$ cat src/verilog/fe_counters.sv
module fe_counters #(
	parameter int cnt_width = 16                   // Width of both counters
) (
	input logic clk,                               // Rising edge clock
	input logic nrst,                              // Synchronous reset, active low
	input logic pc_en,                             // Low while the front end is stalled
	input logic issue_valid,                       // A correct-path word sits on issue
	input logic flush,                             // A fetch slot is being killed
	output logic [cnt_width-1:0] issue_count,      // Words issued so far
	output logic [cnt_width-1:0] flush_count       // Fetch slots thrown away so far
);

	logic [1:0] inc;                               // Count request per counter
	logic [cnt_width-1:0] cnt [2];                 // Counter 0 issues, counter 1 flushes

	assign inc = {flush, issue_valid};

	// Identical saturating counters, one per event
	for (genvar k = 0; k < 2; k++) begin : g_cnt
		always_ff @(posedge clk) begin
			if (!nrst) begin
				cnt[k] <= '0;
			end else if (pc_en && inc[k] && (cnt[k] != '1)) begin
				cnt[k] <= cnt[k] + 1'b1;               // Sticks at all ones
			end
		end
	end

	assign issue_count = cnt[0];
	assign flush_count = cnt[1];

endmodule

$ cat config.mk
export PLATFORM = sky130hd
export DESIGN_NAME = fe_counters
export DESIGN_NICKNAME = d
export VERILOG_FILES = /design/src/verilog/fe_counters.sv
export SDC_FILE = /design/constraint.sdc
export NUM_CORES = 1
export LEC_CHECK = 0
export BUFFER_PORTS_ARGS = -buffer_cell sky130_fd_sc_hd__buf_2
export CAP_MARGIN = 20
export CORE_ASPECT_RATIO = 1.2
export CORE_MARGIN = 2
export CORE_UTILIZATION = 30
export CTS_CLUSTER_DIAMETER = 60
export CTS_CLUSTER_SIZE = 12
export DETAILED_ROUTE_END_ITERATION = 6
export GPL_ROUTABILITY_DRIVEN = 0
export SYNTH_ARGS = -nofsm -noshare
export SYNTH_HDL_FRONTEND = slang
export SYNTH_SLANG_ARGS = --single-unit
$ cat constraint.sdc
create_clock -name clk -period 3.8 [get_ports clk]
set_clock_uncertainty 0.05 [all_clocks]
set_input_delay 0.38 -clock clk [delete_from_list [all_inputs] [get_ports clk]]
set_output_delay 0.38 -clock clk [all_outputs]
set_load 0.05 [all_outputs]
-- Word-level counts from Yosys, hierarchy flattened
Memories as Yosys holds them, arrays and structs flattened.
Index checks and enable logic that the tools add are counted.
- bits in registers: 0
- word-level logic and storage cells: 20
- memory bits (writable): 32
- memories kept: 1
- output and inout bits: 32
- input port bits: 5
- memories (memory ; depth ; width ; rd ports ; clocked after memory_dff ; write ports ; RTL line ; RTL):
    cnt ; 2 ; 16 ; 2 ; 0 ; 2 ; 14 ; logic [cnt_width-1:0] cnt [2];
- muxes and demuxes: 9
- equality and inequality tests: 2
- add/subtract/negate cells: 2
- bitwise operators: 2
- reduce and logical (&&, ||, !) cells: 4
- operators by type and width (kind ; number):
    16-bit by 1-bit adder with 16-bit output, second input constant ; 2
    16-bit 2-to-1 mux ; 2
    16-bit != test, second input constant ; 2
    1-bit 2-to-1 mux ; 7
    1-bit logical AND ; 4
    1-bit OR ; 2

-- Depth between registers and ports, before layout
- depth in word-level cells: 6
- mapped depth: 6
- mapped depth without buffers: 5

-- Worst setup path before layout
No wires, ideal clock.
- kind: reg2reg
- start point: memory cnt[0][0]
- end point: memory cnt[0][0] (enable)
- path buffers: 0
- stages on the path, launching flop included: 6
- arrival: 2.517 ns
- clock period less this slack: 2.978 ns
- setup slack: 0.822 ns
- data required time: 3.339 ns
- setup time: 0.411 ns
- cell sequence: edfxtp_1 -> ha_1 -> nand4_1 -> nor2_1 -> and3_1 -> o21ai_0
- RTL lines (item ; RTL line):
    start: declaration ; 14

==> results.tsv <==
stage	metric	value	unit
cells_and_area	reg.largest.list	cnt (32)	
global_routing	grt-ovfl-total	0	
timing	timing.hold.ws	0.587	ns
cts	clock_sinks	32	
cells_and_area	final_cell_mix	buf_2, nor2_1, edfxtp_1	
cts	cts-buffers-inserted	5	
synth	synth.avg_cell_area	10.7	um^2
timing	worst_slew_pin_slew	0.684	ns
synth	synth_top_cell_area_share	54.5	%
pwr	power.density	392	nW/um^2
timing	final-setup-viol-count	0	
cells_and_area	fillers	572	
floorplan	core_area	5670	um^2
cts	root_buffer	clkbuf_8	
cts	htree_levels	2	
placement	io_buffers	36	
placement	dp_hpwl	2.69	mm
cts	cts_tree	built	
global_routing	antenna_found_initial	0	
floorplan	die_w	74.0	um
routing	drt_iter0_drc	51	
critical_path	cp-start-kind	register	
timing	setup_tns	0	ns
global_routing	grt_pass1_vias	1294	
timing	drv_slew	0	
floorplan	dieArea	6510	um^2
timing	fmax	0.463	GHz
synth	synth.area.top_cells	edfxtp_1, xnor2_1, nor2_1, xor2_1, nand3_1	
cts	clk_pin_slew_worst_paths	0.07	ns
routing	firstDrtPassIters	4	
timing	final-hold-violation-count	0	
synth	syn_nets	172	
cells_and_area	largest_reg_flops	32	
outcome	status	finished, final reports clean	
floorplan	pin_count	37	
global_routing	grt_pass1_wl	6.08	mm
critical_path	cp.required	3.62	ns
floorplan	fp.dieH	88.0	um
cells_and_area	largest_register	cnt	
routing	num_vias	1354	
timing	slew_headroom	54.3	%
min_path	hp-class	reg -> reg	
cts	clk_latency	0.28	ns
cts	cts_resized	0	
cells_and_area	area_growth	20.2	%
cells_and_area	mostFrequentLayoutCell	buf_2	
cts	ctsHoldBuffers	0	
floorplan	std_cell_rows	30	
synth	synth-seq-cells	32	
critical_path	endpoint_kind	register	
routing	wl	3.77	mm
critical_path	arrival	1.98	ns
timing	period_needed	2.16	ns
global_routing	grt_max_degree	17	
global_routing	grt.total_usage	12.3	%
cts	cts_buffer_depth	2	
critical_path	reg2reg_slack	1.64	ns
synth	syn_area	1760	um^2
synth	postSynthCellCount	165	
synth	yosysTopAreaCell	edfxtp_1	
cells_and_area	antennaDiodeCount	0	
timing	timing.final.crit_share	56.8	%
job	maxCapViolations	0	
synth	ys_warn_count	0	
critical_path	worstSetupPathType	reg -> reg	
routing	ant_nets	0	
timing	grt_setup_unrepaired	false	
pwr	ir_drop	0.000240	V
synth	ys_types	32	
critical_path	cp_max_fo	16	
floorplan	start_util	31.1	%
synth	synth-seq-area-share	54.5	%
routing	viasPerCell	4.70	
pwr	p_leak	0.752	nW
routing	wl_per_cell	13.1	um
routing	drc	0	
cells_and_area	drive_gt1_share	25.5	%
cts	cts_setup_buffers	0	
cells_and_area	nets	214	
-- worst max-delay path: stages, from the launching register on --
cell      delay, ns
edfxtp_1       0.41
ha_1           0.22
nand3_2        0.16
nor3_2         0.31
a31o_2         0.19
nand2_1        0.40
-- routing by layer --
| layer | share of wire [%] | track usage (%) | vias to the layer above |
|---|---|---|---|
| met3 | 5.6 | 4.03 | 4 |
| met5 | 0 | 0 | - |
| met2 | 50 | 21.0 | 39 |
| li1 | - | - | 672 |
| met1 | 44 | 14.5 | 639 |
| met4 | 0.77 | 3.97 | 0 |
-- final timing paths --
check | cells after the start | endpoint | startpoint
worst max-delay path | 5 | cnt[1][1] | cnt[1][0]
worst min-delay path | 1 | cnt[1][0] | cnt[1][0]
worst max register to register | 5 | cnt[1][1] | cnt[1][0]
worst min register to register | 1 | cnt[1][0] | cnt[1][0]
-- where the power goes --
part	switching, mW	internal (mW)
registers	0.0281	0.413
clock network	0.121	0.127
logic	0.107	0.0329
total	0.257	0.573
-- per-stage QoR --
stage | utilization (%) | total power [mW] | std cells | setup WS, ns | area (um^2)
2_1_floorplan | - | 0.552 | 165 | 0.822 | 1760
3_3_place_gp | 36.0 | 0.588 | 280 | 1.71 | 2040
3_5_place_dp | 36.0 | 0.589 | 280 | 1.62 | 2040
4_1_cts | 37.4 | 0.844 | 288 | 1.60 | 2120
5_1_grt | 37.4 | 0.865 | 288 | 1.48 | 2120
6_report | 37.4 | 0.830 | 288 | 1.64 | 2120
-- cells in the mapped netlist --
cell type and number:
or2_1 1, xnor2_1 18, or4_1 1, a21oi_2 1
nor2_1 32, nor3_2 1, edfxtp_1 32, ha_1 2
buf_2 1, a21oi_1 2, nor4b_1 1, or2_0 2
nand3_1 12, and3_1 3, xor2_1 7, nand3_2 2
or2_4 1, o31ai_1 1, buf_4 1, inv_1 7
or3_1 3, nand4_1 6, nor2_2 1, and2_1 1
o21ai_0 3, nor3_1 5, and4_1 1, nor4_1 3
nand4_2 1, nand2_1 9, a31o_2 3, or4_4 1
-- cell type report --
cell class | instances | area (um^2) | share of cell area, %
flip-flops and latches | 32 | 961 | 45.4
repair buffers | 37 | 188 | 8.86
clock buffers | 7 | 76.3 | 3.60
inverters | 7 | 26.3 | 1.24
clock inverters | 1 | 3.75 | 0.177
well taps | 80 | 100 | 4.73
multi-input cells | 124 | 763 | 36.0
-- cell families (layout without fill, tap and decap cells) --
| kind of cell | after synthesis | count (layout) | share of synthesized area, % |
|---|---|---|---|
| simple gates | 87 | 87 | 25.6 |
| fa+ha+maj | 2 | 2 | 1.42 |
| buf+inv | 9 | 52 | 2.20 |
| xor+xnor | 25 | 25 | 12.4 |
| compound gates | 10 | 10 | 3.83 |
| flops | 32 | 32 | 54.5 |
Note: power is estimated with default switching activity, not from simulation.
