<file path="config.mk">
export PLATFORM = sky130hd
export DESIGN_NAME = decode_stage
export DESIGN_NICKNAME = d
export VERILOG_FILES = /design/src/verilog/fe_pkg.sv /design/src/verilog/decode_stage.sv
export SDC_FILE = /design/constraint.sdc
export NUM_CORES = 1
export LEC_CHECK = 0
export BUFFER_PORTS_ARGS = -buffer_cell sky130_fd_sc_hd__buf_2
export CORE_MARGIN = 3
export CORE_UTILIZATION = 25
export DETAILED_ROUTE_END_ITERATION = 16
export GPL_TIMING_DRIVEN = 0
export PLACE_DENSITY_LB_ADDON = 0.3
export RECOVER_POWER = 25
export SLEW_MARGIN = 20
export SYNTH_ARGS = -nofsm -noshare
export SYNTH_HDL_FRONTEND = slang
export SYNTH_SLANG_ARGS = --single-unit
</file>
<file path="constraint.sdc">
create_clock -name clk -period 11 [get_ports clk]
set_clock_uncertainty 0.1 [all_clocks]
set_input_delay 1.65 -clock clk [delete_from_list [all_inputs] [get_ports clk]]
set_output_delay 1.65 -clock clk [all_outputs]
set_load 0.05 [all_outputs]
</file>
<file path="src/verilog/fe_pkg.sv">
package fe_pkg;

	// Widths of the datapath seen by the front end
	localparam int pc_size = 32;      // Byte address of an instruction
	localparam int instr_size = 32;   // One fetched instruction word
	localparam int opcode_size = 6;   // Opcode field, bits 31 to 26 of the word

	// Opcodes the front end cares about, everything else behaves as op_alu
	typedef enum logic [opcode_size-1:0] {
		op_alu = 6'h00,               // Plain instruction with no effect on the PC
		op_jal = 6'h03,               // Jump and link, 26-bit signed word offset
		op_br = 6'h04,                // Conditional branch on one of four flags
		op_jr = 6'h12,                // Return through the link register
		op_nop = 6'h15                // Explicit no operation
	} opcode_t;

	// Two-bit saturating counter per BPU entry
	// The upper bit is the taken prediction
	typedef enum logic [1:0] {
		strong_nt = 2'b00,            // Strongly not taken
		weak_nt = 2'b01,              // Weakly not taken, the state after reset
		weak_t = 2'b10,               // Weakly taken
		strong_t = 2'b11              // Strongly taken
	} bctr_t;

	// One slot on the issue port toward the rest of the core
	typedef struct packed {
		logic valid;                  // Slot holds a correct-path instruction
		logic [pc_size-1:0] pc;       // Address the word was fetched from
		logic [instr_size-1:0] instr; // Raw instruction word
	} issue_t;

endpackage

</file>
<file path="src/verilog/decode_stage.sv">
module decode_stage import fe_pkg::*; (
	input logic clk,                                // Rising edge clock
	input logic nrst,                               // Synchronous reset, active low
	input logic pc_en,                              // Low while the front end is stalled
	input logic chng2nop,                           // Word fetched now must be killed
	input logic [pc_size-1:0] pc,                   // Fetch PC
	input logic [instr_size-1:0] instr,             // Word returned by the instruction memory
	input logic [3:0] cc,                           // Condition flags
	output issue_t issue,                           // Slot offered to the rest of the core
	output logic [pc_size-1:0] alupc,               // Branch or jump target
	output logic [pc_size-1:0] jr_in,               // Link register
	output logic trgt_gen,                          // Valid jal resolved this cycle
	output logic b_eval,                            // Valid branch resolved this cycle
	output logic branch_outcome,                    // Flag picked by the branch condition
	output logic jr_bpu                             // Valid return resolved this cycle
);

	// Fetch to decode pipeline register
	logic d_valid;                                  // Kill bit, low for a wrong-path slot
	logic [pc_size-1:0] d_pc;                       // Address of the decode word
	logic [instr_size-1:0] d_instr;                 // The decode word itself
	logic [pc_size-1:0] link_q;                     // Return address of the last jal

	opcode_t d_op;                                  // Decoded opcode
	logic d_live;                                   // Valid word and the stage advances
	logic [pc_size-1:0] br_off;                     // Branch offset in bytes
	logic [pc_size-1:0] jal_off;                    // Jump offset in bytes
	logic [pc_size-1:0] d_pcplf;                    // Decode PC plus 4

	// Kill bit comes from the BPU verdict on the word being latched
	always_ff @(posedge clk) begin
		if (!nrst) begin
			d_valid <= 1'b0;
		end else if (pc_en) begin
			d_valid <= !chng2nop;
		end
	end

	// Address and word follow the kill bit
	always_ff @(posedge clk) begin
		if (pc_en) begin
			d_pc <= pc;
			d_instr <= instr;
		end
	end

	// Unknown opcodes fall back to op_alu
	always_comb begin
		case (d_instr[instr_size-1 -: opcode_size])
			op_br: d_op = op_br;
			op_jal: d_op = op_jal;
			op_jr: d_op = op_jr;
			op_nop: d_op = op_nop;
			default: d_op = op_alu;
		endcase
	end

	// Word offsets widened to byte offsets
	assign br_off = {{(pc_size-18){d_instr[15]}}, d_instr[15:0], 2'b00};
	assign jal_off = {{(pc_size-28){d_instr[25]}}, d_instr[25:0], 2'b00};
	assign d_pcplf = d_pc + pc_size'(4);
	assign alupc = d_pcplf + ((d_op == op_jal) ? jal_off : br_off);

	// Bits 25..24 pick one of the four flags
	assign branch_outcome = cc[d_instr[25:24]];

	// Effects only for a live slot, never twice across a stall
	assign d_live = d_valid && pc_en;
	assign b_eval = d_live && (d_op == op_br);
	assign trgt_gen = d_live && (d_op == op_jal);
	assign jr_bpu = d_live && (d_op == op_jr);

	// Link register, written by every correct-path jal
	always_ff @(posedge clk) begin
		if (!nrst) begin
			link_q <= '0;
		end else if (trgt_gen) begin
			link_q <= d_pcplf;
		end
	end

	assign jr_in = link_q;
	assign issue = '{valid: d_valid, pc: d_pc, instr: d_instr};

endmodule

</file>
* Word level (Yosys, flattened, before mapping)
Cells that the tools add are included.
Storage, ports and cells: output and inout bits 133, flip-flop bits (word level) 97, logic and storage cells 23
Operators by class: multiplexer cells 4, $add $sub $neg 2, reductions and logical operators 5, magnitude comparators 1, eq/ne operators 7
Operators by type and width (number):
- adder 32 x 3 -> 32 bit, second input constant | 1
- adder 32 bit | 1
- two-way mux 32 bit | 1
- one-hot mux 5 bit (4 select lines) | 1
- equality test 6 x 5 -> 1 bit, second input constant | 3
- equality test 6 x 2 -> 1 bit, second input constant | 2
- equality test 6 x 3 -> 1 bit, second input constant | 2
- logical AND 1 bit | 4
- less-than comparator 2 x 3 -> 1 bit, second input constant | 1
- binary-select mux 1 bit (select 2 bit) | 1
- logical NOT 1 bit | 1
- two-way mux 1 bit | 1

* Logic depth before layout (Yosys ltp)
Gate-level depths: netlist (run 1).
depth after elaboration 5, mapped depth 15, mapped depth without buffers 13

* Worst setup path before layout (run 1)
OpenSTA, ideal clock, no wires.
path kind reg2out, from register d_pc[4], to output alupc[28], slack 4776 ps, arrival time 4474 ps, cell stages (with the launch flop) 15, cells stage by stage edfxtp_1 > nand3_1 > nor3_2 > and3_1 > buf_2 > nand3_1 > xnor2_1 > ha_1 > buf_2 > a21o_1 > a21o_1 > a311o_1 > a41oi_2 > o211ai_1 > a311oi_1
Between the ends: word-level cells in the longest chain between the ends 2
Ends and longest elaborated chain:
- start, declared | RTL line decode_stage.sv:20 | logic [pc_size-1:0] d_pc;
- start signal, assigned | RTL line decode_stage.sv:42 | d_pc <= pc;
- adder 32 x 3 -> 32 bit | RTL line decode_stage.sv:61 | assign d_pcplf = d_pc + pc_size'(4);
- named net d_pcplf[21] | RTL line decode_stage.sv:28 | logic [pc_size-1:0] d_pcplf;
- adder 32 bit | RTL line decode_stage.sv:62 | assign alupc = d_pcplf + ((d_op == op_jal) ? jal_off : br_off);
- end, declared | RTL line decode_stage.sv:10 | output logic [pc_size-1:0] alupc,
The timed path passes the listed nets, and every way through them passes these cells.

* Worst setup path after layout (run 1)
from register d_pc[2], to output alupc[28]
The elaborated chain is that of the path after synthesis.

==> flow_summary.toml, run 1 <==
[run_status]
outcome = "complete, no violations"

[power]
p_per_area_nw_per_um2 = 175.5
p_leak_nw = 3.229
vdd_ir_drop_max_v = 0.00008851
power.total_w = 0.001281

[worst_setup_path]
r2r-start = "d_instr[28]"
startpoint = "d_pc[2]"
worstPathArrival_ns = 4.23
end_kind = "output port"
critPathKind = "reg -> out"
worstPathRequired_ns = 9.25
cp-start-kind = "flip-flop"
crit_fanout = 10
ff2ff_setup_slack_ns = 8.68

[die]
rows = 54
design.die.area_um2 = 24160
die_w_um = 155.4
fp.dieH_um = 155.4
num_io_pins = 205
core_area_um2 = 21890
initial_core_util = 0.2550

[place]
dp_hpwl_um = 14670
place_congestion = 0.8113
place_area_um2 = 6983
io_buffers = 204
dp_cells = 1040

[grt]
grt_pass1_wl_um = 26720
grt_use_total = 0.1429
grt_max_degree = 57
grt-ovfl-total = 0
grt_pass1_vias = 4641
antenna_found_initial = 0

[synthesis]
ys.warnings.count = 0
async_flop_share = 0
synth.cell_area_um2 = 5582
syn_inst = 555
syn-num-nets = 658
ys_types = 61
synthFlopType = "edfxtp_1"
synth_edf_count = 64
avgSynthCellArea_um2 = 10.06
yosysSeqAreaShare = 0.4627
ys_ff_latch = 97

[hold_path]
hold_path_class = "reg -> reg"
hp-start = "jr_in[21]"

[timing]
timing.final.crit_share = 0.5433
drv_slew = 0
worst_pin_slew_ns = 0.7907
fmax_mhz = 167.3
max-slew-margin-rel = 0.4729
finalSetupViolCount = 0
final.setup.tns_ns = 0
finalCriticalPeriod_ns = 5.976
finalHoldViolCount = 0
grt_setup_unrepaired = "no"

[final_layout]
fin_cells = 1055
fin_area_um2 = 7297
layout-drive-gt1-share = 0.3303
area_delta_synth_final_pct = 30.73
diodes = 0
utilization = 0.3333
nets = 874

[drt]
drtPass1Iterations = 4
vias = 4836
via_per_inst = 4.584
wire_per_inst_um = 16.78
drt-initial-drc-count = 203
wirelength_um = 17710
drcViolationCount = 0
ant_nets = 0

[flow_run]
maxCapViolCount = 0

[clock_tree]
cts_inserted_buffers = 9
clock_path_buffers = 2
clock-sinks = 97
ctsResizeCount = 0
tritoncts = "built"
htreeDepth = 3
ctsHoldBuffers = 0
clk-insertion-delay-late_ns = 0.35
cts_setup_buffers = 0
clockRootBuffer = "clkbuf_16"
clkTransAtPathRegs_ns = 0.07
==> through the flow <==
step,hold WS [ns],worst slack (ns)
4_1_cts,0.3591,4.953
3_3_place_gp,0.3434,4.710
5_1_grt,0.3959,4.753
6_report,0.3562,5.024
2_1_floorplan,0.3844,4.776
3_5_place_dp,0.3480,5.351
==> logic make-up (layout without fill, tap and decap cells) <==
kind of cell / after synthesis / in the layout / synth area share
and+or+nand+nor: 216 / 216 / 0.1935
adders and majority gates: 31 / 31 / 0.07084
AOI/OAI and AO/OA: 118 / 118 / 0.1495
buffers and inverters: 39 / 259 / 0.03475
xor gates and xnor gates: 52 / 52 / 0.08294
DFF: 97 / 97 / 0.4627
muxes: 2 / 2 / 0.005828
==> critical path, stage by stage (launching register included) <==
cell and delay (ns):
edfxtp_1 0.49, nand2_1 0.12, nor3_2 0.38, and3_1 0.21
buf_2 0.15, nand3_1 0.10, xnor2_1 0.31, ha_1 0.29
buf_2 0.18, a21o_1 0.20, a21o_1 0.20, a311o_1 0.37
a41oi_2 0.27, o211ai_1 0.11, a311oi_1 0.19, buf_2 0.31
==> layout make-up <==
type / count / area, um2
plain buffers: 27 / 148.9
clock buffers: 9 / 225.2
clock inverters: 6 / 92.59
fillers: 2327 / 14590
inverters: 12 / 45.04
multi-input cells: 419 / 2805
flip-flops and latches: 97 / 2582
well taps: 280 / 350.3
repair buffers: 205 / 1047
==> cell usage after synthesis (all sizes together) (3+ instances only) <==
library cell   n  share of area
nor2          79          0.054
edfxtp        64           0.34
nand2         42          0.028
xnor2         34          0.053
a21oi         33          0.030
dfxtp         33           0.12
ha            30          0.067
nor3          25          0.024
a21o          24          0.033
o21ai         19          0.018
xor2          18          0.030
nand3         16          0.014
nand4         15          0.020
clkbuf        14          0.011
buf           13          0.015
a41o          10          0.018
inv           10         0.0067
and3           8         0.0099
and2           6         0.0067
and4           6         0.0094
a211oi         5         0.0067
o211ai         5         0.0067
o21bai         4         0.0054
or2            4         0.0045
or3            4         0.0054
a31oi          3         0.0061
nor2b          3         0.0034
==> flip-flops by register name, indices dropped and copies added, names as in the netlist <==
name,cells
jr_in,32
d_valid,1
d_pc,32
d_instr,32
==> where the power goes <==
part	leakage, nW	switching, W	total [W]	internal, W
combinational	2.18	0.000371	0.000510	0.000138
sequential	0.892	0.0000203	0.000431	0.000411
clock	0.153	0.000140	0.000340	0.000200
total	3.23	0.000532	0.00128	0.000749
==> routing by layer <==
layer	global-route usage	part of all wire	up-vias
met3	0.02893	0.047	20
met2	0.2423	0.50	122
met5	0	0	-
met4	0.05085	0.023	0
li1	-	-	2469
met1	0.1806	0.43	2225
==> path summary, 6_finish.rpt <==
path,endpoint,cells after the start
max,alupc[28],15
min,jr_in[21],2
max reg2reg,jr_in[29],8
min reg2reg,jr_in[21],2
==> layout by cell type, fill, tap and decap left out, types with 2 or more instances in the layout <==
cell	Yosys	layout
edfxtp_1	64	64
buf_2	6	209
nand4_1	14	14
a31oi_1	2	2
ha_1	30	30
or2_2	4	4
nand3_1	16	16
nor3_1	23	23
and3_1	7	7
clkbuf_16	0	9
o21a_1	2	2
a311o_1	2	2
o21ai_2	2	2
nand2_1	42	42
xnor2_1	34	34
nor2b_1	3	3
inv_1	10	10
nor2_1	78	78
clkbuf_1	13	14
xor2_1	17	17
a21oi_1	33	33
or3_1	3	3
a31o_2	2	2
nand4b_1	2	2
dfxtp_1	33	33
clkinv_1	2	2
a311oi_1	2	2
nor4_1	2	2
and2_1	5	5
nor3_2	2	2
a41o_1	10	10
a21o_1	23	23
o21bai_1	4	4
o21ai_0	17	17
a211oi_1	5	5
bufinv_16	0	2
and4_1	6	6
buf_4	6	6
o211ai_1	5	5
Power figures use the tool's default switching activity.
==> inputs of run 2 (changes only) <==
==> constraint.sdc (replaced) <==
create_clock -name clk -period 5.3 [get_ports clk]
set_clock_uncertainty 0.1 [all_clocks]
set_input_delay 0.795 -clock clk [delete_from_list [all_inputs] [get_ports clk]]
set_output_delay 0.795 -clock clk [all_outputs]
set_load 0.05 [all_outputs]
==> flow_summary.toml, run 2 (synthesized netlist as in run 1, its figures left out) <==
[drt]
drt-initial-drc-count = 221
drtPass1Iterations = 4
wirelength_um = 17690
wl_met1_um = 7665
wire_per_inst_um = 16.75
wl_met3_um = 640
ant_nets = 0
vias = 4857
highest_layer = "met4"
met2_wirelength_um = 9054
via_per_inst = 4.599
drcViolationCount = 0

[final_layout]
fin_area_um2 = 7312
nets = 874
layout-drive-gt1-share = 0.3351
fillerInstances = 2340
multi_input_area_um2 = 2840
area_delta_synth_final_pct = 31.00
fin_cells = 1056
most-common-layout-cells = "buf_2 (208), nor2_1 (78), edfxtp_1 (64), nand2_1 (42)"
diodes = 0
layout_commonest_cell = "buf_2"
ff_latch_area_um2 = 2582

[clock_tree]
clockRootBuffer = "clkbuf_16"
clock_path_buffers = 2
cts_inserted_buffers = 9
htreeDepth = 3
clkTransAtPathRegs_ns = 0.07
clk-insertion-delay-late_ns = 0.35
ctsHoldBuffers = 0
tritoncts = "built"
clock-sinks = 97

[die]
fp.dieH_um = 155.4
num_io_pins = 205
design.die.area_um2 = 24160
rows = 54
die_w_um = 155.4
initial_core_util = 0.2550
core_area_um2 = 21890

[worst_setup_path]
end_kind = "output port"
cp-start-kind = "flip-flop"
worstPathRequired_ns = 4.41
critPathKind = "reg -> out"
crit_fanout = 10
worstPathArrival_ns = 4.10

[timing]
grt_setup_unrepaired = "no"
timing.final.crit_share = 0.9430
finalHoldViolCount = 0
drv_slew = 32
fmax_mhz = 200.1
finalCriticalPeriod_ns = 4.998
finalSetupViolCount = 0
max-slew-margin-rel = -0.2304
worst_pin_slew_ns = 1.846
final.setup.tns_ns = 0

[grt]
grt-ovfl-total = 0
grt_max_degree = 37
grt_pass1_wl_um = 26450
antenna_found_initial = 0
grt_use_total = 0.1412
grt_pass1_vias = 4690

[flow_run]
maxCapViolCount = 1

[power]
p_sw_w = 0.001120
power.total_w = 0.002637
p_sw_frac = 0.4249
seq_power_share = 0.339
vdd_ir_drop_max_v = 0.0001877
clockPowerShare = 0.259
p_per_area_nw_per_um2 = 360.6
p_int_w = 0.001516
p_leak_nw = 3.245
p_comb_frac = 0.402

[place]
place_area_um2 = 6982
dp_cells = 1040
dp_hpwl_um = 14810
place_congestion = 0.8288
io_buffers = 204

[hold_path]
hold_path_class = "reg -> reg"

[run_status]
violations = "capacitance limit, slew limit"
outcome = "complete, but fails checks"
## run 2: per-stage QoR
step	hold slack, ns	util	setup slack [ns]
2_1_floorplan	0.3844	-	0.2872
3_3_place_gp	0.3426	0.3179	0.4933
3_5_place_dp	0.3441	0.3189	0.4825
4_1_cts	0.3540	0.3328	0.08528
5_1_grt	0.3937	0.3340	0.002384
6_report	0.3523	0.3340	0.3020
## run 2: worst paths after layout
path                    start         to  slack (ns)  cells after the start
setup / recovery      d_pc[2]  alupc[28]        0.30                     15
hold / removal      jr_in[21]  jr_in[21]        0.35                      2
setup reg to reg  d_instr[28]  jr_in[30]        3.03                      8
hold reg to reg     jr_in[21]  jr_in[21]        0.35                      2
## run 2: area by class of cell
cell class              instances  area share
clock buffers                  10     0.03131
plain buffers                  27     0.02036
clock inverters                 6     0.01010
well taps                     280     0.04791
flip-flops and latches         97      0.3532
multi-input cells             419      0.3884
inverters                      12    0.006160
repair buffers                205      0.1425
## run 2: layer usage
metal,vias up,global-route usage
li1,2459,-
met1,2273,0.1757
met3,16,0.02114
met4,0,0.04502
met5,-,0
met2,109,0.2509
## run 2: what timing repair did
action / CTS / global route
buffers inserted: 0 / 0
endpoints found under the setup margin: 0 / 5
resized for setup: 0 / 5
## run 2: power by group through the flow
stage | clock (W) | sequential [W] | combinational (W)
CTS | 0.000704 | 0.000895 | 0.00107
floorplan | 0 | 0.00104 | 0.000669
finish | 0.000682 | 0.000895 | 0.00106
detailed placement | 0 | 0.000912 | 0.00107
global route | 0.000730 | 0.000903 | 0.00113
global placement | 0 | 0.000913 | 0.00106
## run 2: critical path: stages (launching register included)
cell	delay [ns]
edfxtp_1	0.49
nand2_1	0.15
nor3_4	0.32
and3_1	0.19
buf_2	0.16
nand3_1	0.13
xnor2_2	0.24
ha_1	0.27
buf_2	0.18
a21o_1	0.19
a21o_1	0.20
a311o_1	0.37
a41oi_2	0.29
o211ai_1	0.13
a311oi_2	0.19
clkbuf_4	0.27
