File: config.mk
export PLATFORM = sky130hd
export DESIGN_NAME = pc_gen
export DESIGN_NICKNAME = d
export VERILOG_FILES = /design/src/verilog/fe_pkg.sv /design/src/verilog/pc_gen.sv
export SDC_FILE = /design/constraint.sdc
export NUM_CORES = 1
export LEC_CHECK = 0
export ABC_AREA = 1
export ABC_CLOCK_PERIOD_IN_PS = 1400
export BUFFER_PORTS_ARGS = -buffer_cell sky130_fd_sc_hd__buf_2
export CAP_MARGIN = 20
export CELL_PAD_IN_SITES_DETAIL_PLACEMENT = 1
export CELL_PAD_IN_SITES_GLOBAL_PLACEMENT = 1
export CORE_AREA = 2 2 93 95
export DETAILED_ROUTE_END_ITERATION = 8
export DIE_AREA = 0 0 95 97
export PLACE_DENSITY = 0.83
export SYNTH_ARGS = -nofsm -noshare
export SYNTH_HDL_FRONTEND = slang
export SYNTH_SLANG_ARGS = --single-unit
File: constraint.sdc
create_clock -name clk -period 1.4 [get_ports clk]
set_input_delay 0 -clock clk [delete_from_list [all_inputs] [get_ports clk]]
set_output_delay 0 -clock clk [all_outputs]
set_load 0.005 [all_outputs]
File: src/verilog/fe_pkg.sv
package fe_pkg;

	// Widths of the datapath seen by the front end
	localparam int pc_size = 32;      // Byte address of an instruction
	localparam int instr_size = 32;   // One fetched instruction word
	localparam int opcode_size = 6;   // Opcode field, bits 31 to 26 of the word

	// Opcodes the front end cares about, everything else behaves as op_alu
	typedef enum logic [opcode_size-1:0] {
		op_alu = 6'h00,               // Plain instruction with no effect on the PC
		op_jal = 6'h03,               // Jump and link, 26-bit signed word offset
		op_br = 6'h04,                // Conditional branch on one of four flags
		op_jr = 6'h12,                // Return through the link register
		op_nop = 6'h15                // Explicit no operation
	} opcode_t;

	// Two-bit saturating counter per BPU entry
	// The upper bit is the taken prediction
	typedef enum logic [1:0] {
		strong_nt = 2'b00,            // Strongly not taken
		weak_nt = 2'b01,              // Weakly not taken, the state after reset
		weak_t = 2'b10,               // Weakly taken
		strong_t = 2'b11              // Strongly taken
	} bctr_t;

	// One slot on the issue port toward the rest of the core
	typedef struct packed {
		logic valid;                  // Slot holds a correct-path instruction
		logic [pc_size-1:0] pc;       // Address the word was fetched from
		logic [instr_size-1:0] instr; // Raw instruction word
	} issue_t;

endpackage

File: src/verilog/pc_gen.sv
module pc_gen import fe_pkg::*; (
	input logic clk,                      // Rising edge clock
	input logic nrst,                     // Synchronous reset, active low
	input logic pc_en,                    // Low while the front end is stalled
	input logic mux_sel,                  // Redirect to npc this cycle
	input logic [pc_size-1:0] npc,        // Redirect address from the BPU
	output logic [pc_size-1:0] pc,        // Current fetch address
	output logic [pc_size-1:0] pcplf      // Sequential successor of pc
);

	logic [pc_size-1:0] pc_next;          // Address fetched in the next cycle

	// Sequential successor, one word ahead
	assign pcplf = pc + pc_size'(4);

	// Redirect mux, the BPU decides between its target and the fall-through
	always_comb begin
		if (mux_sel) begin
			pc_next = npc;
		end else begin
			pc_next = pcplf;
		end
	end

	// Fetch starts at address 0 after reset
	always_ff @(posedge clk) begin
		if (!nrst) begin
			pc <= '0;
		end else if (pc_en) begin
			pc <= pc_next;                    // Holds through a stall
		end
	end

endmodule

---- Word-level counts from Yosys, hierarchy flattened ----
Cells that the tools add are included.
word-level totals
  register bits after elaboration ......... 32
  word-level logic and storage cells ...... 3
operators by class
  add/sub/neg operators ................... 1
  mux-type cells .......................... 1
operators with widths
  cell                   count
  $add 32x3->32 const B  1
  $mux 32                1

---- Longest topological paths before layout ----
Gate-level depths: netlist of run 1.
  depth in word-level cells ............... 2
  mapped depth ............................ 10
  gate-level depth less buffers ........... 10

---- Least setup slack after synthesis of run 1 ----
No wires, ideal clock.
  path type ............................... flip-flop to flip-flop
  from .................................... register pc[2]
  to ...................................... register pc[30]
  setup time .............................. 0.132 ns
  arrival ................................. 1.354 ns
  required time ........................... 1.268 ns
  path slack .............................. -0.086 ns
  cell stages (with the launch flop) ...... 11
  path buffers ............................ 0
  cell sequence ........................... dfxtp_1 > ha_1 > nand2_1 > nor2_1 > nand2_2 > nor2_2 > nand2_1 > nand2_1 > nand2_1 > nand2_1 > a21oi_1
between the ends
  word-level cells in the longest chain between the ends .. 2
RTL lines
  item                      line          source
  start: declaration        pc_gen.sv:7   output logic [pc_size-1:0] pc,
  start signal: assignment  pc_gen.sv:30  pc <= pc_next;
  $add 32x3->32             pc_gen.sv:14  assign pcplf = pc + pc_size'(4);
  net pcplf[30]             pc_gen.sv:8   output logic [pc_size-1:0] pcplf
  $mux 32                   pc_gen.sv:18  if (mux_sel) begin
The timed path passes the listed nets, and every way through them passes these cells.
A chain may end at the register's enable or synchronous reset.

---- Worst setup path after layout of run 1 ----
  from .................................... register pc[6]
  to ...................................... output pcplf[20]
between the ends
  word-level cells in the longest chain between the ends .. 1
RTL lines
  item              line
  $add 32x3->32     pc_gen.sv:14
  end: declaration  pc_gen.sv:8
Every way passes these cells.

==> results.py, run 1 <==
metrics = {
    "detailed_routing": {
        "wl_um": 12200,
        "route.vias.total": 3267,
        "first_pass_iters": 5,
        "antenna_left": 0,
        "drc_errors": 0,
        "drt_iter0_markers": 227,
        "post_drt_wl_per_cell_um": 18.6,
        "vias_per_cell": 4.97,
    },
    "sta": {
        "rsz0062_at_grt": "yes",
        "final_max_slew_viol_count": 0,
        "min_period_over_period_pct": 129,
        "fin_tns_setup_ns": -10.78,
        "relSlewSlack_pct": 80.2,
        "fin_skew_ns": 0.0116,
        "setup_slack_ns": -0.407,
        "setup_violations": 51,
        "hold_violations": 0,
        "min_period_ns": 1.81,
        "tightest_slew_ns": 0.293,
        "fmax_ghz": 0.553,
    },
    "clock_tree": {
        "clockRootBuffer": "clkbuf_8",
        "cts_buffers": 5,
        "htree_levels": 2,
        "cts.path.max_buffers": 2,
        "clock_sinks": 32,
        "clk_pin_slew_worst_paths_ns": 0.08,
        "cts_tree": "built",
        "clk_latency_ns": 0.29,
    },
    "pwr": {
        "p_per_area_nw_per_um2": 583,
        "p_clk_share_pct": 30.0,
        "swShare_pct": 32.3,
        "switchingPower_w": 0.000766,
        "intPower_w": 0.00161,
        "p_leak_nw": 1.95,
        "seqPwrFrac_pct": 42.7,
        "p_comb_share_pct": 27.3,
        "ir_worst_vdd_v": 0.000331,
    },
    "setup_path": {
        "cp_max_fo": 4,
        "cp-end-kind": "output port",
        "r2r-start": "pc[2]$_SDFFE_PN0P_",
        "r2r_setup_slack_ns": -0.25,
        "cp.required_ns": 1.40,
        "arrival_ns": 1.81,
        "startpoint_type": "register",
        "ff2ff_path_depth": 10,
        "worstSetupPathType": "register to output port",
        "r2r-end": "pc[16]$_SDFFE_PN0P_",
    },
    "hold_path": {
        "whs_path_depth": 5,
        "min_from": "npc[3]",
        "hp-class": "primary input to register",
        "whs_endpoint": "pc[3]$_SDFFE_PN0P_",
    },
    "global_routing": {
        "antenna_found_initial": 0,
        "use_met2_pct": 42.8,
        "grt.busiest_layer": "met2",
        "use_met3_pct": 3.43,
        "overflow": 0,
        "use_met1_pct": 28.0,
        "track_usage_pct": 23.5,
        "grt_max_degree": 17,
        "grt_pass1_wl_um": 16900,
        "grt_pass1_vias": 3341,
    },
    "die": {
        "fp.dieW_um": 95,
        "fp.dieH_um": 97,
        "rows": 33,
        "die_area_um2": 9220,
        "initial_core_util_pct": 27.7,
        "core_area_um2": 8130,
        "ios": 100,
    },
    "yosys": {
        "ys_warn_count": 0,
        "yosys.area.top_type": "dfxtp_1",
        "synth_top_area_share_pct": 28.4,
        "yosys.cell_types.count": 23,
        "synth_top_flop_cell": "dfxtp_1",
        "yosysSeqAreaShare_pct": 28.4,
        "syn-cell-area_um2": 2250,
        "synth_cells": 368,
        "syn-num-nets": 405,
        "synth_area_leaders": "dfxtp_1, nand2_1, inv_1",
        "avgSynthCellArea_um2": 6.12,
        "async_flop_share_pct": 0,
        "synth_seq_cells": 32,
        "synth-edff-count": 0,
    },
    "flow_run": {
        "maxCapViolCount": 0,
    },
    "cells_and_area": {
        "area.growth.synth_to_final_pct": 80.7,
        "drive_gt1_share_pct": 54.3,
        "largest_register_ffs": 32,
        "final_core_utilization_pct": 50.1,
        "layout.nets": 589,
        "antenna_cells": 0,
        "top_register": "pc",
        "largest_registers": "pc (32)",
    },
    "run_status": {
        "violations": "setup timing",
        "status": "complete, but fails checks",
    },
    "place": {
        "place_hpwl_um": 7510,
        "place_congestion": 0.887,
        "port-buffer-count": 99,
    },
}
==> worst max-delay path, cell delays in order, from the launching register on <==
cell	delay, ns
dfxtp_2	0.39
nand2_1	0.10
nor2_1	0.24
nand2_4	0.13
nor2_4	0.20
nand2_2	0.09
nand2_2	0.07
nand2_2	0.07
buf_6	0.12
buf_6	0.10
==> Yosys cell counts, types with 4 or more instances <==
cell type / n
inv_1: 48
a22o_1: 8
nand2_1: 130
and2_1: 4
clkbuf_1: 5
buf_2: 6
xor2_2: 5
nor2_1: 39
nand2_2: 4
xor2_1: 7
a21oi_1: 24
nand3_1: 16
nor2_4: 7
dfxtp_1: 32
o21ai_0: 17
a31oi_1: 5
==> power groups by stage <==
stage | clock network [W] | registers, W | logic (W)
6_report | 0.000713 | 0.00101 | 0.000648
5_1_grt | 0.000765 | 0.00102 | 0.000699
4_1_cts | 0.000713 | 0.00101 | 0.000585
3_5_place_dp | 0 | 0.00102 | 0.000522
3_3_place_gp | 0 | 0.00102 | 0.000504
2_1_floorplan | 0 | 0.00104 | 0.000202
==> repair_timing <==
item,in CTS,in global routing
setup buffers,17,11
resized for setup,72,53
endpoints found under the hold margin,9,0
pin swaps,30,31
endpoints found under the setup margin,50,53
hold buffers,9,0
==> placed cells by master, fill, tap and decap left out, types with 2 or more instances in the layout <==
| cell | count |
|---|---|
| nand2_1 | 101 |
| buf_2 | 95 |
| buf_4 | 73 |
| inv_1 | 48 |
| nand2_2 | 28 |
| nor2_1 | 21 |
| o21ai_0 | 17 |
| nor2_4 | 16 |
| a21oi_1 | 16 |
| dfxtp_2 | 14 |
| buf_6 | 13 |
| dfxtp_1 | 12 |
| nor2_2 | 11 |
| xor2_2 | 11 |
| nand3_1 | 9 |
| dlygate4sd3_1 | 9 |
| a21oi_2 | 8 |
| a22o_1 | 8 |
| nand2_4 | 6 |
| nand3_2 | 6 |
| dfxtp_4 | 6 |
| a31oi_1 | 5 |
| clkbuf_8 | 5 |
| and2_1 | 3 |
| xnor2_2 | 2 |
==> metrics by stage <==
| step | std cells | area [um^2] | power [W] | hold WS (ns) | setup WS (ns) |
|---|---|---|---|---|---|
| after floorplan | 368 | 2280 | 0.00124 | 0.0976 | 0.0157 |
| after global placement | 616 | 3270 | 0.00153 | 0.237 | -0.0699 |
| after detailed placement | 616 | 3270 | 0.00155 | 0.254 | -0.123 |
| after CTS | 649 | 3810 | 0.00231 | 0.0269 | -0.301 |
| after global routing | 657 | 4070 | 0.00248 | 0.0582 | -0.459 |
| final | 657 | 4070 | 0.00237 | 0.0516 | -0.407 |
==> worst max-delay path by stage <==
stage,start,endpoint,depth (start not counted),slack (ns)
2_1_floorplan,pc[3]$_SDFFE_PN0P_,pc[20]$_SDFFE_PN0P_,10,0.02
3_3_place_gp,pc[3]$_SDFFE_PN0P_,pc[18]$_SDFFE_PN0P_,8,-0.07
3_5_place_dp,pc[12]$_SDFFE_PN0P_,pc[15]$_SDFFE_PN0P_,7,-0.12
4_1_cts,pc[2]$_SDFFE_PN0P_,pcplf[26],9,-0.30
5_1_grt,pc[10]$_SDFFE_PN0P_,pcplf[26],8,-0.46
6_report,pc[6]$_SDFFE_PN0P_,pcplf[20],9,-0.41
==> area by class of cell <==
type | count | area (um^2)
Multi-Input combinational cell | 275 | 1740
Sequential cell | 32 | 681
Inverter | 48 | 180
Timing Repair Buffer | 190 | 1260
Tap cell | 105 | 131
Clock inverter | 1 | 5.00
Clock buffer | 6 | 72.6
Fill cell | 1057 | 4060
==> per-layer routing <==
metal	routed length (um)	up-vias
met3	702	35
met5	0	-
met4	351	0
met1	4710	1593
met2	6440	141
li1	-	1498
==> logic make-up after synthesis <==
| kind of cell | share of synthesized area [%] |
|---|---|
| xor gates and xnor gates | 7.50 |
| and+or+nand+nor | 38.8 |
| DFF | 28.4 |
| AOI/OAI and AO/OA | 13.9 |
| adders and majority gates | 0.555 |
| buffers and inverters | 10.8 |
(Power assumes the default switching activity.)
==> run 2, diff against run 1 <==
--- a/config.mk
+++ b/config.mk
@@ -6,7 +6,7 @@
 export NUM_CORES = 1
 export LEC_CHECK = 0
 export ABC_AREA = 1
-export ABC_CLOCK_PERIOD_IN_PS = 1400
+export ABC_CLOCK_PERIOD_IN_PS = 1500
 export BUFFER_PORTS_ARGS = -buffer_cell sky130_fd_sc_hd__buf_2
 export CAP_MARGIN = 20
 export CELL_PAD_IN_SITES_DETAIL_PLACEMENT = 1
==> constraint.sdc (replaced) <==
create_clock -name clk -period 1.5 [get_ports clk]
set_input_delay 0 -clock clk [delete_from_list [all_inputs] [get_ports clk]]
set_output_delay 0 -clock clk [all_outputs]
set_load 0.005 [all_outputs]
==> run 2 against run 1 <==
The flow still finishes with violations (setup timing). Hold slack got worse by 0.0097 ns. Total power down 11%. Setup slack improved by 0.25 ns. Wire length is 21% lower. Clock power is 10% lower. Clock-buffer cell count unchanged. Highest routed layer unchanged.
==> results.py, run 2 (synthesized netlist as in run 1, its figures left out) <==
metrics = {
    "run_status": {
        "status": "complete, but fails checks",
        "violations": "setup timing",
    },
    "cells_and_area": {
        "antenna_cells": 0,
        "top_register": "pc",
        "area.growth.synth_to_final_pct": 58.3,
        "final_core_utilization_pct": 43.9,
        "drive_gt1_share_pct": 43.6,
        "largest_register_ffs": 32,
        "largest_registers": "pc (32)",
        "layout.nets": 548,
        "final_common_cell": "nand2_1",
        "post-route-cell-area_um2": 3570,
        "layout_common_cells": "nand2_1, buf_2, inv_1, buf_4, nor2_1",
    },
    "clock_tree": {
        "cts_buffers": 5,
        "clk_latency_ns": 0.29,
        "cts.path.max_buffers": 2,
        "htree_levels": 2,
        "cts_tree": "built",
        "clockRootBuffer": "clkbuf_8",
        "clock_sinks": 32,
        "clk_pin_slew_worst_paths_ns": 0.07,
    },
    "global_routing": {
        "use_met3_pct": 4.28,
        "use_met2_pct": 39.0,
        "grt.busiest_layer": "met2",
        "antenna_found_initial": 0,
        "grt_pass1_vias": 3076,
        "grt_max_degree": 22,
        "overflow": 0,
        "use_met1_pct": 23.7,
        "track_usage_pct": 20.9,
        "grt_pass1_wl_um": 15100,
    },
    "detailed_routing": {
        "first_pass_iters": 4,
        "drt_iter0_markers": 73,
        "vias_per_cell": 4.65,
        "drc_errors": 0,
        "post_drt_wl_per_cell_um": 15.6,
        "route.vias.total": 2866,
        "wl_um": 9630,
        "antenna_left": 0,
    },
    "sta": {
        "rsz0062_at_grt": "yes",
        "hold_violations": 0,
        "fin_skew_ns": 0.00796,
        "tightest_slew_ns": 0.365,
        "min_period_ns": 1.66,
        "min_period_over_period_pct": 110,
        "final_max_slew_viol_count": 0,
        "setup_slack_ns": -0.157,
        "fmax_ghz": 0.604,
        "setup_violations": 24,
        "relSlewSlack_pct": 75.7,
    },
    "setup_path": {
        "arrival_ns": 1.66,
        "cp-end-kind": "output port",
        "cp_top_family": "simple AND/OR/NAND/NOR gates",
        "cp_max_fo": 5,
        "cp.required_ns": 1.50,
        "critPathBufInv": 1,
        "startpoint_type": "register",
        "cp_slowest_stage_delay_ns": 0.37,
        "r2r_setup_slack_ns": -0.06,
        "slowest_stage": "dfxtp_4",
        "worstSetupPathType": "register to output port",
        "path_cells": "ha_4 -> nand2_4 -> nor2_4 -> nand2_4 -> nor2_4 -> nand3_2 -> and2_1 -> buf_2",
    },
    "die": {
        "die_area_um2": 9220,
        "rows": 33,
        "fp.dieW_um": 95,
        "initial_core_util_pct": 27.7,
        "fp.dieH_um": 97,
        "core_area_um2": 8130,
        "ios": 100,
    },
    "hold_path": {
        "hp-class": "primary input to register",
    },
    "place": {
        "port-buffer-count": 99,
        "post_dp_cell_area_um2": 3060,
        "place_hpwl_um": 7330,
        "place_congestion": 0.828,
    },
    "pwr": {
        "ir_worst_vdd_v": 0.000279,
        "p_per_area_nw_per_um2": 589,
        "p_total_w": 0.00210,
        "p_leak_nw": 1.69,
    },
    "flow_run": {
        "maxCapViolCount": 0,
    },
}
-- run 2: repair_timing --
action / in CTS / in global routing
resized for setup: 44 / 31
pin swaps: 15 / 15
endpoints found under the hold margin: 9 / 0
setup endpoints to repair: 36 / 44
hold buffers: 9 / 0
setup buffers: 8 / 1
-- run 2: worst paths after layout --
| kind | cells past startpoint | from | endpoint |
|---|---|---|---|
| max | 8 | pc[3]$_SDFFE_PN0P_ | pcplf[26] |
| min reg2reg | 2 | pc[1]$_SDFFE_PN0P_ | pc[1]$_SDFFE_PN0P_ |
| max reg2reg | 10 | pc[3]$_SDFFE_PN0P_ | pc[18]$_SDFFE_PN0P_ |
| min | 5 | npc[3] | pc[3]$_SDFFE_PN0P_ |
-- run 2: worst min-delay path, stage by stage --
cell and delay, ns:
buf_2 0.08, nand2_1 0.05, nand3_1 0.07, nand2_1 0.05
inv_1 0.05
-- run 2: through the flow --
stage	setup TNS [ns]	setup slack (ns)	hold slack [ns]	std cells
after detailed placement	-0.687	-0.118	0.240	591
final	-2.04	-0.157	0.0419	616
after floorplan	0	0.0142	0.0976	368
after global placement	0	0.00673	0.237	591
after global routing	-4.74	-0.243	0.0668	616
after CTS	-2.25	-0.171	0.000407	615
-- run 2: power by group --
| group | leakage (nW) | total (W) | internal, W | switching [W] |
|---|---|---|---|---|
| sequential | 0.269 | 0.000944 | 0.000895 | 0.0000495 |
| clock | 0.0410 | 0.000640 | 0.000315 | 0.000325 |
| combinational | 1.38 | 0.000518 | 0.000249 | 0.000269 |
-- run 2: cell type report --
type | instances | area (um^2)
Timing Repair Buffer | 149 | 920
Inverter | 48 | 180
Tap cell | 105 | 131
Fill cell | 1066 | 4570
Clock buffer | 6 | 72.6
Clock inverter | 1 | 5.00
Multi-Input combinational cell | 275 | 1590
Sequential cell | 32 | 669
-- run 2: metal layers --
metal	wire length (um)	share of wire, %
met5	0	0
met4	128	1.3
met3	513	5.3
met2	5120	53
met1	3870	40
==> run 3, diff against run 2 <==
--- a/config.mk
+++ b/config.mk
@@ -11,10 +11,11 @@
 export CAP_MARGIN = 20
 export CELL_PAD_IN_SITES_DETAIL_PLACEMENT = 1
 export CELL_PAD_IN_SITES_GLOBAL_PLACEMENT = 1
-export CORE_AREA = 2 2 93 95
+export CORE_AREA = 3 3 94 96
 export DETAILED_ROUTE_END_ITERATION = 8
-export DIE_AREA = 0 0 95 97
+export DIE_AREA = 0 0 97 99
 export PLACE_DENSITY = 0.83
+export RECOVER_POWER = 50
 export SYNTH_ARGS = -nofsm -noshare
 export SYNTH_HDL_FRONTEND = slang
 export SYNTH_SLANG_ARGS = --single-unit
==> run 3 against run 2 <==
The run still ends with setup timing left. Critical path depth grew 1. Sequential share of layout area shrank 1.9 points. Total power grew 19%. Global-route usage grew 0.74 points. Wire length grew 19%. Utilization grew 4.6 points. Clock-buffer cell count grew 1. Critical path type unchanged. Highest routed layer unchanged.
==> results.py, run 3 (synthesized netlist as in run 1, its figures left out) <==
metrics = {
    "run_status": {
        "status": "complete, but fails checks",
        "violations": "setup timing",
    },
    "cells_and_area": {
        "num-fill-cells": 1071,
        "seq_area_um2": 667,
        "largest_register_ffs": 32,
        "antenna_cells": 0,
        "final_common_cell": "nand2_1",
        "fin_cells": 634,
        "layout.nets": 565,
        "layout_common_cells": "nand2_1, buf_2, buf_4, inv_1, nor2_1",
        "top_register": "pc",
        "largest_registers": "pc (32)",
        "drive_gt1_share_pct": 51.0,
        "final_core_utilization_pct": 48.5,
        "area.growth.synth_to_final_pct": 75.0,
        "multi_input_area_um2": 1760,
    },
    "setup_path": {
        "cp.depth": 9,
        "cp_max_fo": 5,
        "r2r-start": "pc[6]$_SDFFE_PN0P_",
        "slowest_stage": "dfxtp_2",
        "crit_start": "pc[6]$_SDFFE_PN0P_",
        "critical_path.endpoint": "pcplf[19]",
        "r2r_setup_slack_ns": -0.19,
        "cp_top_family": "simple AND/OR/NAND/NOR gates",
        "ff2ff_path_depth": 10,
        "arrival_ns": 1.77,
        "critPathBufInv": 2,
        "path_cells": "nand2_1 -> nor2_2 -> nand2_4 -> nor2_4 -> nand2_1 -> nand2_1 -> nand2_2 -> buf_6 -> buf_6",
        "crit_path_frequent_cell": "nand2_1",
        "cp-end-kind": "output port",
        "r2r-end": "pc[19]$_SDFFE_PN0P_",
        "cp.required_ns": 1.50,
        "startpoint_type": "register",
        "cp_slowest_stage_delay_ns": 0.38,
        "worstSetupPathType": "register to output port",
    },
    "global_routing": {
        "overflow": 0,
        "grt_pass1_wl_um": 16900,
        "grt_max_degree": 30,
        "antenna_found_initial": 0,
        "track_usage_pct": 21.6,
        "grt_pass1_vias": 3381,
    },
    "detailed_routing": {
        "drt_iter0_markers": 90,
        "route.vias.total": 3063,
        "first_pass_iters": 4,
        "drc_errors": 0,
        "wl_um": 11400,
        "vias_per_cell": 4.83,
        "post_drt_wl_per_cell_um": 18.0,
        "antenna_left": 0,
    },
    "clock_tree": {
        "clk_pin_slew_worst_paths_ns": 0.08,
        "clock_sinks": 32,
        "cts_buffers": 5,
        "cts.path.max_buffers": 2,
        "clk_latency_ns": 0.30,
        "clockRootBuffer": "clkbuf_8",
        "htree_levels": 2,
        "cts_tree": "built",
    },
    "sta": {
        "tightest_slew_ns": 0.456,
        "relSlewSlack_pct": 69.6,
        "rsz0062_at_grt": "yes",
        "hold_violations": 0,
        "setup_violations": 41,
        "setup_slack_ns": -0.268,
        "min_period_over_period_pct": 118,
        "fin_skew_ns": 0.00672,
        "fmax_ghz": 0.566,
        "final_max_slew_viol_count": 0,
        "min_period_ns": 1.77,
        "whs_ns": 0.0472,
    },
    "pwr": {
        "ir_worst_vdd_v": 0.000371,
        "p_per_area_nw_per_um2": 634,
        "p_leak_nw": 1.85,
    },
    "die": {
        "fp.dieH_um": 99,
        "initial_core_util_pct": 27.7,
        "core_area_um2": 8130,
        "rows": 33,
        "die_area_um2": 9600,
        "fp.dieW_um": 97,
        "ios": 100,
    },
    "place": {
        "place_ws_ns": -0.113,
        "place_congestion": 0.927,
        "port-buffer-count": 99,
        "dp_cells": 595,
        "place_hpwl_um": 7480,
    },
    "hold_path": {
        "hp-class": "primary input to register",
    },
    "flow_run": {
        "maxCapViolCount": 0,
    },
}
[run 3: worst register-to-register path: cells and delay by family (launching register included)]
family                 cells  cell delay (ns)
flip-flops                 1             0.38
AND/OR/NAND/NOR            8             0.92
AO/OA/AOI/OAI              1             0.11
buffers and inverters      1             0.15
[run 3: final cells by class]
type                    instances  area share [%]
well taps                     105            3.33
repair buffers                166            27.5
multi-input cells             275            44.5
flip-flops and latches         32            16.9
inverters                      48            4.57
clock buffers                   7            2.44
clock inverters                 1           0.762
[run 3: through the flow]
step	cell area (um^2)	setup TNS, ns	power (W)
finish	3940	-5.10	0.00250
global route	3940	-8.88	0.00260
CTS	3620	-3.11	0.00242
detailed placement	3090	-0.703	0.00141
global placement	3090	-0.0451	0.00139
floorplan	2250	0	0.00115
[run 3: worst min path at each step]
stage,start,slack (ns),depth (start not counted),endpoint
after global placement,nrst,0.23,3,pc[3]$_SDFFE_PN0P_
final,npc[3],0.05,5,pc[3]$_SDFFE_PN0P_
after floorplan,nrst,0.1,2,pc[3]$_SDFFE_PN0P_
after global routing,npc[3],0.05,5,pc[3]$_SDFFE_PN0P_
after detailed placement,nrst,0.26,3,pc[3]$_SDFFE_PN0P_
after CTS,npc[3],0.04,5,pc[3]$_SDFFE_PN0P_
[run 3: repair_timing]
action,CTS,global route
endpoints found under the setup margin,46,47
endpoints found under the hold margin,9,0
pin swaps,22,31
hold buffers,9,0
buffers inserted,14,8
resized for setup,52,67
[run 3: power by group]
part / switching (W) / total (W) / leakage (nW) / internal, W
registers: 0.0000548 / 0.000950 / 0.269 / 0.000896
logic: 0.000307 / 0.000582 / 1.52 / 0.000275
clock network: 0.000380 / 0.000967 / 0.0645 / 0.000587
[run 3: per-layer routing]
metal / GRT usage (%) / up-vias / share of wire (%)
li1: - / 1452 / -
met1: 24.4 / 1495 / 39
met2: 40.3 / 100 / 53
met3: 5.17 / 16 / 5.8
met4: 6.26 / 0 / 2.0
met5: 0 / - / 0
